--- src/design/itch_consts.svh ---
`ifndef ITCH_CONSTS_SVH
`define ITCH_CONSTS_SVH

// MoldUDP64 payload word and byte
`define ITCH_WORD_W 64
`define ITCH_BYTE_W 8

// message store, longest kept type is add order
`define ITCH_WORDS 5
`define ITCH_BUF_W 320

// word counter, saturates at 7
`define ITCH_CNT_W 3

// ASCII message type codes
`define ITCH_TYPE_SYSTEM_EVENT   83
`define ITCH_TYPE_ADD_ORDER      65
`define ITCH_TYPE_ORDER_EXECUTED 69
`define ITCH_TYPE_ORDER_CANCEL   88
`define ITCH_TYPE_ORDER_DELETE   68

// payload words per message type
`define ITCH_LEN_SYSTEM_EVENT   2
`define ITCH_LEN_ADD_ORDER      5
`define ITCH_LEN_ORDER_EXECUTED 4
`define ITCH_LEN_ORDER_CANCEL   3
`define ITCH_LEN_ORDER_DELETE   3

`endif

--- src/design/itch_pkg.sv ---
`default_nettype none

`include "itch_consts.svh"

package itch_pkg;

	// fields are declared msb first, so the type byte sits at bits 7:0
	typedef struct packed {
		logic [`ITCH_BUF_W-12*`ITCH_BYTE_W-1:0] reserved;
		logic [`ITCH_BYTE_W-1:0]                event_code;
		logic [6*`ITCH_BYTE_W-1:0]              timestamp;
		logic [2*`ITCH_BYTE_W-1:0]              tracking_number;
		logic [2*`ITCH_BYTE_W-1:0]              stock_locate;
		logic [`ITCH_BYTE_W-1:0]                msg_type;
	} itch_system_event_t;

	// 36 bytes
	typedef struct packed {
		logic [`ITCH_BUF_W-36*`ITCH_BYTE_W-1:0] reserved;
		logic [4*`ITCH_BYTE_W-1:0]              price;
		logic [8*`ITCH_BYTE_W-1:0]              stock;
		logic [4*`ITCH_BYTE_W-1:0]              shares;
		logic [`ITCH_BYTE_W-1:0]                buy_sell_indicator;
		logic [8*`ITCH_BYTE_W-1:0]              order_reference_number;
		logic [6*`ITCH_BYTE_W-1:0]              timestamp;
		logic [2*`ITCH_BYTE_W-1:0]              tracking_number;
		logic [2*`ITCH_BYTE_W-1:0]              stock_locate;
		logic [`ITCH_BYTE_W-1:0]                msg_type;
	} itch_add_order_t;

	// 31 bytes
	typedef struct packed {
		logic [`ITCH_BUF_W-31*`ITCH_BYTE_W-1:0] reserved;
		logic [8*`ITCH_BYTE_W-1:0]              match_number;
		logic [4*`ITCH_BYTE_W-1:0]              executed_shares;
		logic [8*`ITCH_BYTE_W-1:0]              order_reference_number;
		logic [6*`ITCH_BYTE_W-1:0]              timestamp;
		logic [2*`ITCH_BYTE_W-1:0]              tracking_number;
		logic [2*`ITCH_BYTE_W-1:0]              stock_locate;
		logic [`ITCH_BYTE_W-1:0]                msg_type;
	} itch_order_executed_t;

	// 23 bytes
	typedef struct packed {
		logic [`ITCH_BUF_W-23*`ITCH_BYTE_W-1:0] reserved;
		logic [4*`ITCH_BYTE_W-1:0]              cancelled_shares;
		logic [8*`ITCH_BYTE_W-1:0]              order_reference_number;
		logic [6*`ITCH_BYTE_W-1:0]              timestamp;
		logic [2*`ITCH_BYTE_W-1:0]              tracking_number;
		logic [2*`ITCH_BYTE_W-1:0]              stock_locate;
		logic [`ITCH_BYTE_W-1:0]                msg_type;
	} itch_order_cancel_t;

	// 19 bytes
	typedef struct packed {
		logic [`ITCH_BUF_W-19*`ITCH_BYTE_W-1:0] reserved;
		logic [8*`ITCH_BYTE_W-1:0]              order_reference_number;
		logic [6*`ITCH_BYTE_W-1:0]              timestamp;
		logic [2*`ITCH_BYTE_W-1:0]              tracking_number;
		logic [2*`ITCH_BYTE_W-1:0]              stock_locate;
		logic [`ITCH_BYTE_W-1:0]                msg_type;
	} itch_order_delete_t;

	// one buffer, five readings of it
	typedef union packed {
		itch_system_event_t   system_event;
		itch_add_order_t      add_order;
		itch_order_executed_t order_executed;
		itch_order_cancel_t   order_cancel;
		itch_order_delete_t   order_delete;
	} itch_msg_u;

	// completed message, at most one bit set
	typedef struct packed {
		logic order_delete;
		logic order_cancel;
		logic order_executed;
		logic add_order;
		logic system_event;
	} itch_kind_t;

endpackage

`default_nettype wire

--- src/design/itch_decoder.sv ---
`timescale 1ns/1ps
`default_nettype none

`include "itch_consts.svh"

module itch_decoder
	import itch_pkg::*;
(
	input  wire logic                    clk,
	input  wire logic                    nreset,
	input  wire logic                    mold_v_i,
	input  wire logic                    mold_start_i,
	input  wire logic [`ITCH_WORD_W-1:0] mold_data_i,

	output logic                         system_event_v_o,
	output logic                         add_order_v_o,
	output logic                         order_executed_v_o,
	output logic                         order_cancel_v_o,
	output logic                         order_delete_v_o,

	output logic [2*`ITCH_BYTE_W-1:0]    stock_locate_o,
	output logic [2*`ITCH_BYTE_W-1:0]    tracking_number_o,
	output logic [6*`ITCH_BYTE_W-1:0]    timestamp_o,
	output logic [`ITCH_BYTE_W-1:0]      event_code_o,
	output logic [8*`ITCH_BYTE_W-1:0]    order_reference_number_o,
	output logic [`ITCH_BYTE_W-1:0]      buy_sell_indicator_o,
	output logic [4*`ITCH_BYTE_W-1:0]    shares_o,
	output logic [8*`ITCH_BYTE_W-1:0]    stock_o,
	output logic [4*`ITCH_BYTE_W-1:0]    price_o,
	output logic [8*`ITCH_BYTE_W-1:0]    match_number_o
);

	logic [`ITCH_WORDS-1:0] wr_en;
	itch_msg_u              msg;
	itch_kind_t             kind;

	itch_msg_ctrl u_itch_msg_ctrl (
		.clk          (clk),
		.nreset       (nreset),
		.mold_v_i     (mold_v_i),
		.mold_start_i (mold_start_i),
		.msg_type_i   (msg.system_event.msg_type),
		.wr_en_o      (wr_en),
		.kind_o       (kind)
	);

	itch_word_buffer u_itch_word_buffer (
		.clk         (clk),
		.mold_data_i (mold_data_i),
		.wr_en_i     (wr_en),
		.msg_o       (msg)
	);

	itch_field_mux u_itch_field_mux (
		.msg_i                    (msg),
		.kind_i                   (kind),
		.stock_locate_o           (stock_locate_o),
		.tracking_number_o        (tracking_number_o),
		.timestamp_o              (timestamp_o),
		.event_code_o             (event_code_o),
		.order_reference_number_o (order_reference_number_o),
		.buy_sell_indicator_o     (buy_sell_indicator_o),
		.shares_o                 (shares_o),
		.stock_o                  (stock_o),
		.price_o                  (price_o),
		.match_number_o           (match_number_o)
	);

	// valids are levels straight from the kind decode
	assign system_event_v_o   = kind.system_event;
	assign add_order_v_o      = kind.add_order;
	assign order_executed_v_o = kind.order_executed;
	assign order_cancel_v_o   = kind.order_cancel;
	assign order_delete_v_o   = kind.order_delete;

endmodule

`default_nettype wire

--- src/design/itch_field_mux.sv ---
`timescale 1ns/1ps
`default_nettype none

`include "itch_consts.svh"

module itch_field_mux
	import itch_pkg::*;
(
	input  itch_msg_u                         msg_i,
	input  itch_kind_t                        kind_i,
	output logic [2*`ITCH_BYTE_W-1:0]         stock_locate_o,
	output logic [2*`ITCH_BYTE_W-1:0]         tracking_number_o,
	output logic [6*`ITCH_BYTE_W-1:0]         timestamp_o,
	output logic [`ITCH_BYTE_W-1:0]           event_code_o,
	output logic [8*`ITCH_BYTE_W-1:0]         order_reference_number_o,
	output logic [`ITCH_BYTE_W-1:0]           buy_sell_indicator_o,
	output logic [4*`ITCH_BYTE_W-1:0]         shares_o,
	output logic [8*`ITCH_BYTE_W-1:0]         stock_o,
	output logic [4*`ITCH_BYTE_W-1:0]         price_o,
	output logic [8*`ITCH_BYTE_W-1:0]         match_number_o
);

	// header is the same for every type
	assign stock_locate_o    = msg_i.system_event.stock_locate;
	assign tracking_number_o = msg_i.system_event.tracking_number;
	assign timestamp_o       = msg_i.system_event.timestamp;

	assign event_code_o = msg_i.system_event.event_code;

	// same offset in all four order views
	assign order_reference_number_o = msg_i.order_delete.order_reference_number;

	assign buy_sell_indicator_o = msg_i.add_order.buy_sell_indicator;
	assign stock_o              = msg_i.add_order.stock;
	assign price_o              = msg_i.add_order.price;

	assign match_number_o = msg_i.order_executed.match_number;

	// share count moves between byte 19 and byte 20
	always_comb begin
		if (kind_i.order_executed || kind_i.order_cancel) begin
			// executed and cancelled shares both start at byte 19
			shares_o = msg_i.order_executed.executed_shares;
		end else begin
			shares_o = msg_i.add_order.shares;
		end
	end

endmodule

`default_nettype wire

--- src/design/itch_msg_ctrl.sv ---
`timescale 1ns/1ps
`default_nettype none

`include "itch_consts.svh"

module itch_msg_ctrl
	import itch_pkg::*;
(
	input  wire logic                     clk,
	input  wire logic                     nreset,
	input  wire logic                     mold_v_i,
	input  wire logic                     mold_start_i,
	input  wire logic [`ITCH_BYTE_W-1:0]  msg_type_i,
	output logic      [`ITCH_WORDS-1:0]   wr_en_o,
	output itch_kind_t                    kind_o
);

	logic [`ITCH_CNT_W-1:0] cnt_q;
	logic                   start_v;

	assign start_v = mold_start_i & mold_v_i;

	// words received so far in the current message
	always_ff @(posedge clk) begin
		if (nreset) begin
			cnt_q <= '0;
		end else if (start_v) begin
			cnt_q <= `ITCH_CNT_W'(1);
		end else if (mold_v_i && (cnt_q != '1)) begin
			cnt_q <= cnt_q + `ITCH_CNT_W'(1);
		end
	end

	assign wr_en_o[0] = start_v;

	// word i lands while the counter reads i
	genvar i;
	generate
		for (i = 1; i < `ITCH_WORDS; i++) begin : g_wr_en
			assign wr_en_o[i] = mold_v_i & ~mold_start_i & (cnt_q == `ITCH_CNT_W'(i));
		end
	endgenerate

	// complete only while the count matches the type length exactly
	assign kind_o.system_event =
		(msg_type_i == `ITCH_BYTE_W'(`ITCH_TYPE_SYSTEM_EVENT)) &&
		(cnt_q == `ITCH_CNT_W'(`ITCH_LEN_SYSTEM_EVENT));

	assign kind_o.add_order =
		(msg_type_i == `ITCH_BYTE_W'(`ITCH_TYPE_ADD_ORDER)) &&
		(cnt_q == `ITCH_CNT_W'(`ITCH_LEN_ADD_ORDER));

	assign kind_o.order_executed =
		(msg_type_i == `ITCH_BYTE_W'(`ITCH_TYPE_ORDER_EXECUTED)) &&
		(cnt_q == `ITCH_CNT_W'(`ITCH_LEN_ORDER_EXECUTED));

	assign kind_o.order_cancel =
		(msg_type_i == `ITCH_BYTE_W'(`ITCH_TYPE_ORDER_CANCEL)) &&
		(cnt_q == `ITCH_CNT_W'(`ITCH_LEN_ORDER_CANCEL));

	assign kind_o.order_delete =
		(msg_type_i == `ITCH_BYTE_W'(`ITCH_TYPE_ORDER_DELETE)) &&
		(cnt_q == `ITCH_CNT_W'(`ITCH_LEN_ORDER_DELETE));

endmodule

`default_nettype wire

--- src/design/itch_word_buffer.sv ---
`timescale 1ns/1ps
`default_nettype none

`include "itch_consts.svh"

module itch_word_buffer
	import itch_pkg::*;
(
	input  wire logic                    clk,
	input  wire logic [`ITCH_WORD_W-1:0] mold_data_i,
	input  wire logic [`ITCH_WORDS-1:0]  wr_en_i,
	output itch_msg_u                    msg_o
);

	// word 0 in the low bits, so byte k is at bits 8k+7:8k
	logic [`ITCH_WORDS-1:0][`ITCH_WORD_W-1:0] words_q;

	genvar i;
	generate
		for (i = 0; i < `ITCH_WORDS; i++) begin : g_word
			always_ff @(posedge clk) begin
				if (wr_en_i[i]) begin
					words_q[i] <= mold_data_i;
				end
			end
		end
	endgenerate

	assign msg_o = words_q;

endmodule

`default_nettype wire

--- config.mk ---
export PLATFORM = sky130hd
export DESIGN_NAME = itch_decoder
export DESIGN_NICKNAME = d
export VERILOG_FILES = /design/src/design/itch_pkg.sv /design/src/design/itch_decoder.sv /design/src/design/itch_field_mux.sv /design/src/design/itch_msg_ctrl.sv /design/src/design/itch_word_buffer.sv
export VERILOG_INCLUDE_DIRS = /design/src /design/src/design
export SDC_FILE = /design/constraint.sdc
export NUM_CORES = 1
export LEC_CHECK = 0
export BUFFER_PORTS_ARGS = -buffer_cell sky130_fd_sc_hd__buf_2
export CELL_PAD_IN_SITES_DETAIL_PLACEMENT = 2
export CELL_PAD_IN_SITES_GLOBAL_PLACEMENT = 2
export CORE_MARGIN = 3
export CORE_UTILIZATION = 36
export CTS_BUF_LIST = sky130_fd_sc_hd__clkbuf_16
export CTS_CLUSTER_DIAMETER = 100
export CTS_CLUSTER_SIZE = 20
export DETAILED_ROUTE_END_ITERATION = 7
export HOLD_SLACK_MARGIN = 0.06
export PLACE_DENSITY = 0.87
export SLEW_MARGIN = 20
export SYNTH_ARGS = -nofsm -noshare
export SYNTH_HDL_FRONTEND = slang
export SYNTH_SLANG_ARGS = --single-unit
--- constraint.sdc ---
create_clock -name clk -period 13.34 [get_ports clk]
set_input_delay 0.667 -clock clk [delete_from_list [all_inputs] [get_ports clk]]
set_output_delay 0.667 -clock clk [all_outputs]
set_load 0.1 [all_outputs]
Word level (Yosys, flattened, before mapping). Index checks and enable logic that the tools add are counted.

Add/sub/neg operators: 1. Eq/ne operators: 11. Multiplexer cells: 3. Bitwise logic cells: 7. Reduce and logical (&&, ||, !) cells: 9.

Operators with widths (number): == test 8 x 7 -> 1 bit, second input constant (5); 2-to-1 mux 32 bit (1); AND 1 bit (6); == test 3 x 2 -> 1 bit, second input constant (2); == test 3 bit, second input constant (2); logical AND 1 bit (6); adder 3 x 1 -> 3 bit, second input constant (1); == test 3 x 1 -> 1 bit, second input constant (1); inequality test 3 bit, second input constant (1); 2-to-1 mux 1 bit (2); nonzero test 2 bit (1); OR reduction 2 bit (1); logical OR 1 bit (1); NOT 1 bit (1).

Register bits: 291. Bits of input ports: 68. Output and inout bits: 357. Word-level logic and storage cells: 38.

Longest topological paths before layout.
Depth in word-level cells: 4. Mapped depth: 7. Gate-level depth less buffers: 6.

Cells and area by module. Synthesis repeated with hierarchy kept, for this count alone.

Cells, all modules: 724. Area total of the unflattened synthesis: 12798.5 µm².

Modules (own cells, without submodules): itch_word_buffer (instances 1, cells each 320, area an instance 9609.2 µm², seq. area each 9609.2 µm²); itch_field_mux (instances 1, cells each 356, area an instance 2822.7 µm², seq. area each 0.0 µm²); itch_msg_ctrl (instances 1, cells each 48, area an instance 366.6 µm², seq. area each 60.1 µm²).

Worst setup path before layout. Ideal clock, no wire load.

Path kind: input port to flip-flop. Start point: input mold_start_i. End point: register u_itch_word_buffer.words_q, in the netlist u_itch_word_buffer.msg_o[100] (enable). Library setup time: 0.647 ns. Arrival: 6.845 ns. Required time: 12.693 ns. Slack: 5.848 ns. Stages: 1. Buffers on the path: 0. Cell sequence: nor4bb_1.

Longest elaborated chain between the ends: 3.

RTL lines: start: declaration (RTL line itch_decoder.sv:12) `input wire logic mold_start_i,`; NOT 1 bit (RTL line itch_msg_ctrl.sv:40) `` assign wr_en_o[i] = mold_v_i & ~mold_start_i & (cnt_q == `ITCH_CNT_W'(i)); ``; AND 1 bit (2 in a row) (RTL line itch_msg_ctrl.sv:40); end signal: indexed assignment (RTL line itch_word_buffer.sv:23) `words_q[i] <= mold_data_i;`; end: declaration (RTL line itch_word_buffer.sv:16) `` logic [`ITCH_WORDS-1:0][`ITCH_WORD_W-1:0] words_q; ``.

Every way passes these cells. A chain may end at the register's enable or synchronous reset.

Worst setup path after layout.
Start point: register u_itch_msg_ctrl.cnt_q[2]. End point: output shares_o[10].

Longest elaborated chain between the ends: 4. Elaborated cells between the ends (all ways): 6. Those cells by class: 2 x eq/ne; 1 x mux; 3 x reduce/logical.

RTL lines: start: declaration (RTL line itch_msg_ctrl.sv:18) `` logic [`ITCH_CNT_W-1:0] cnt_q; ``; start signal: assignment (RTL line itch_msg_ctrl.sv:28) `` cnt_q <= `ITCH_CNT_W'(1); ``; start signal: assignment (RTL line itch_msg_ctrl.sv:30) `` cnt_q <= cnt_q + `ITCH_CNT_W'(1); ``; == test 3 bit / == test 3 x 2 -> 1 bit (equally long branches) (RTL line itch_msg_ctrl.sv:55, itch_msg_ctrl.sv:59); logical AND 1 bit, on equally long branches (RTL line itch_msg_ctrl.sv:54, itch_msg_ctrl.sv:58); logical OR 1 bit (*) (RTL line itch_field_mux.sv:41) `if (kind_i.order_executed || kind_i.order_cancel) begin`; 2-to-1 mux 32 bit (*) (RTL line itch_field_mux.sv:41); end: declaration (RTL line itch_decoder.sv:27) `` output logic [4*`ITCH_BYTE_W-1:0] shares_o, ``.

Mark *: on every way between the ends. The rest lies on a longest branch, timed or not.

==> impl_metrics.py <==
metrics = {
    "synth": {
        "ys_types": 22,
        "synth_area_per_cell_um2": 17.3,
        "synthTopCellsByArea": "edfxtp_1 73%, buf_4 20%, mux2_2 3.1%",
        "yosysWarnings": 0,
        "synth-seq-cells": 291,
        "yosysSeqAreaShare": 0.738,
        "synth_top_area_cell": "edfxtp_1",
        "syn_inst": 683,
        "synth_top_cell_area_share": 0.733,
        "synth_nets": 757,
        "syn_area_um2": 11800,
    },
    "setup_path": {
        "arrival_ps": 3010,
        "crit_path_end_kind": "output pin",
        "start_kind": "flip-flop",
        "crit_fanout": 20,
        "critPathKind": "flip-flop to output pin",
        "cp.required_ps": 12670,
    },
    "placed_design": {
        "placed_cell_area_um2": 12100,
        "gp_congestion": 0.779,
        "dp_hpwl_um": 22500,
        "portBuffers": 424,
    },
    "cts": {
        "post_cts_resize_count": 0,
        "h-tree-depth": 1,
        "cts_sinks": 291,
        "cts_buffer_depth": 3,
        "cts.reportedPaths.clkPinSlew_ps": 80,
        "cts_root_buf": "clkbuf_16",
        "clk_latency_ps": 510,
        "postCtsHoldBufs": 0,
        "cts_setup_buffers": 0,
        "cts_made_buffers": 18,
        "cts_tree": "done",
    },
    "global_route": {
        "grt_max_degree": 65,
        "grt_use_total": 0.166,
        "grt_pass1_wl_um": 43600,
        "antenna_found_initial": 3,
        "grt_pass1_vias": 6087,
        "overflow": 0,
    },
    "run_status": {
        "outcome": "complete, no violations",
    },
    "cells_and_area": {
        "drive_above_1_share": 0.600,
        "syn2layout_area_growth_pct": 7.30,
        "nNetsFinal": 885,
        "final_cell_mix": "424 x buf_2, 288 x edfxtp_1, 32 x mux2_2",
        "layout_commonest_cell": "buf_2",
        "stdcell_area_um2": 12700,
        "diodes": 0,
        "nFillCells": 3158,
        "utilization": 0.396,
    },
    "timing": {
        "tns_ps": 0,
        "setup_violations": 0,
        "rsz0062_at_grt": "false",
        "hold_viol": 0,
        "finalClockSkew_ps": 20.0,
        "finalMaxSlewViolations": 0,
        "timing.fmax_mhz": 272,
        "period_minus_slack_ps": 3680,
        "relSlewSlack": 0.285,
        "min_period_over_period": 0.276,
        "worst_slew_pin_slew_ps": 1070,
    },
    "floorplan": {
        "start_util": 0.369,
        "io_pins": 425,
        "dieArea_um2": 35000,
        "die_w_um": 187,
        "placementRows": 65,
        "coreArea_um2": 32000,
        "die-height_um": 187,
    },
    "route": {
        "routed_wl_um": 30400,
        "drc": 0,
        "viasPerCell": 4.35,
        "dr.first_iter.drc_count": 285,
        "wl_per_cell_um": 24.3,
        "dr_total_vias": 5445,
        "firstDrtPassIters": 5,
        "postRouteAntennaNets": 0,
    },
    "power": {
        "power.leakage_nw": 4.89,
        "peakVddDrop_mv": 0.0956,
        "p_per_area_nw_per_um2": 140,
    },
    "run": {
        "drv_cap": 0,
    },
    "hold_path": {
        "hp-class": "primary input to flip-flop",
    },
}
==> where the power goes <==
part | leakage, nW | internal, mW | switching (mW) | total, mW
clock network | 0.272 | 0.258 | 0.294 | 0.552
logic | 1.97 | 0.0219 | 0.168 | 0.190
registers | 2.65 | 1.03 | 0.00753 | 1.03
==> registers in the layout, summed over array words and instances (netlist names) <==
name,flops
u_itch_word_buffer.msg_o,288
u_itch_msg_ctrl.cnt_q,3
==> cells in the mapped netlist, drive strengths merged <==
| library cell | number |
|---|---|
| a21o | 1 |
| a21oi | 1 |
| a22oi | 2 |
| and2 | 1 |
| and3b | 1 |
| and4 | 2 |
| and4b | 2 |
| buf | 323 |
| dfxtp | 3 |
| edfxtp | 288 |
| ha | 6 |
| inv | 5 |
| mux2 | 32 |
| nand2 | 2 |
| nor2 | 3 |
| nor3b | 3 |
| nor4b | 1 |
| nor4bb | 4 |
| o21ai | 1 |
| o21bai | 1 |
| or4 | 1 |
==> layer usage <==
layer  up-vias  global-route usage  routed length (um)
li1       2348                   -                   -
met3        40              0.0480                2100
met2       264               0.324               16800
met5         -                   0                  37
met4         4              0.0384                 712
met1      2789               0.175               10700
==> metrics by stage <==
step	std cells	hold WS [ps]	power (mW)	setup slack, ps
floorplan	683	505	1.22	5850
global placement	1224	528	1.24	10050
detailed placement	1224	559	1.25	9680
CTS	1250	321	1.80	9100
global route	1252	330	1.83	9440
finish	1252	351	1.78	9660
==> worst max-delay path: stages (launching register included) <==
cell and delay, ps:
dfxtp_1 590, inv_1 90, ha_1 230, nor3b_1 150, and4_1 230, o21bai_4 180
buf_12 160, buf_16 170, mux2_2 240, buf_2 420
==> final timing paths <==
kind / start / endpoint / slack [ps] / cells past startpoint
max: u_itch_msg_ctrl.cnt_q[2]$_SDFFE_PP0P_ / shares_o[10] / 9660 / 9
max reg2reg: u_itch_msg_ctrl.cnt_q[0]$_SDFFE_PP0P_ / u_itch_word_buffer.msg_o[232]$_DFFE_PP_ / 10940 / 4
min reg2reg: u_itch_msg_ctrl.cnt_q[0]$_SDFFE_PP0P_ / u_itch_msg_ctrl.cnt_q[0]$_SDFFE_PP0P_ / 580 / 2
min: nreset / u_itch_msg_ctrl.cnt_q[1]$_SDFFE_PP0P_ / 350 / 2
==> layout make-up <==
type | instances | area, um2 | share of cell area
tap | 435 | 544 | 0.0430
multi-input combinational | 64 | 678 | 0.0535
sequential | 291 | 8710 | 0.688
clock buffer | 19 | 475 | 0.0375
inverter | 5 | 18.8 | 0.00148
timing repair buffer | 431 | 2210 | 0.174
clock inverter | 7 | 33.8 | 0.00267
==> cell families (layout without fill, tap and decap cells) <==
kind of cell | count (synthesis) | after routing | share of synthesized area
flops | 291 | 291 | 0.738
fa+ha+maj | 6 | 6 | 0.00636
compound gates | 6 | 6 | 0.00435
buf+inv | 328 | 462 | 0.208
simple gates | 20 | 20 | 0.0130
mux | 32 | 32 | 0.0305
No activity file was read; power rests on OpenSTA's default activity.
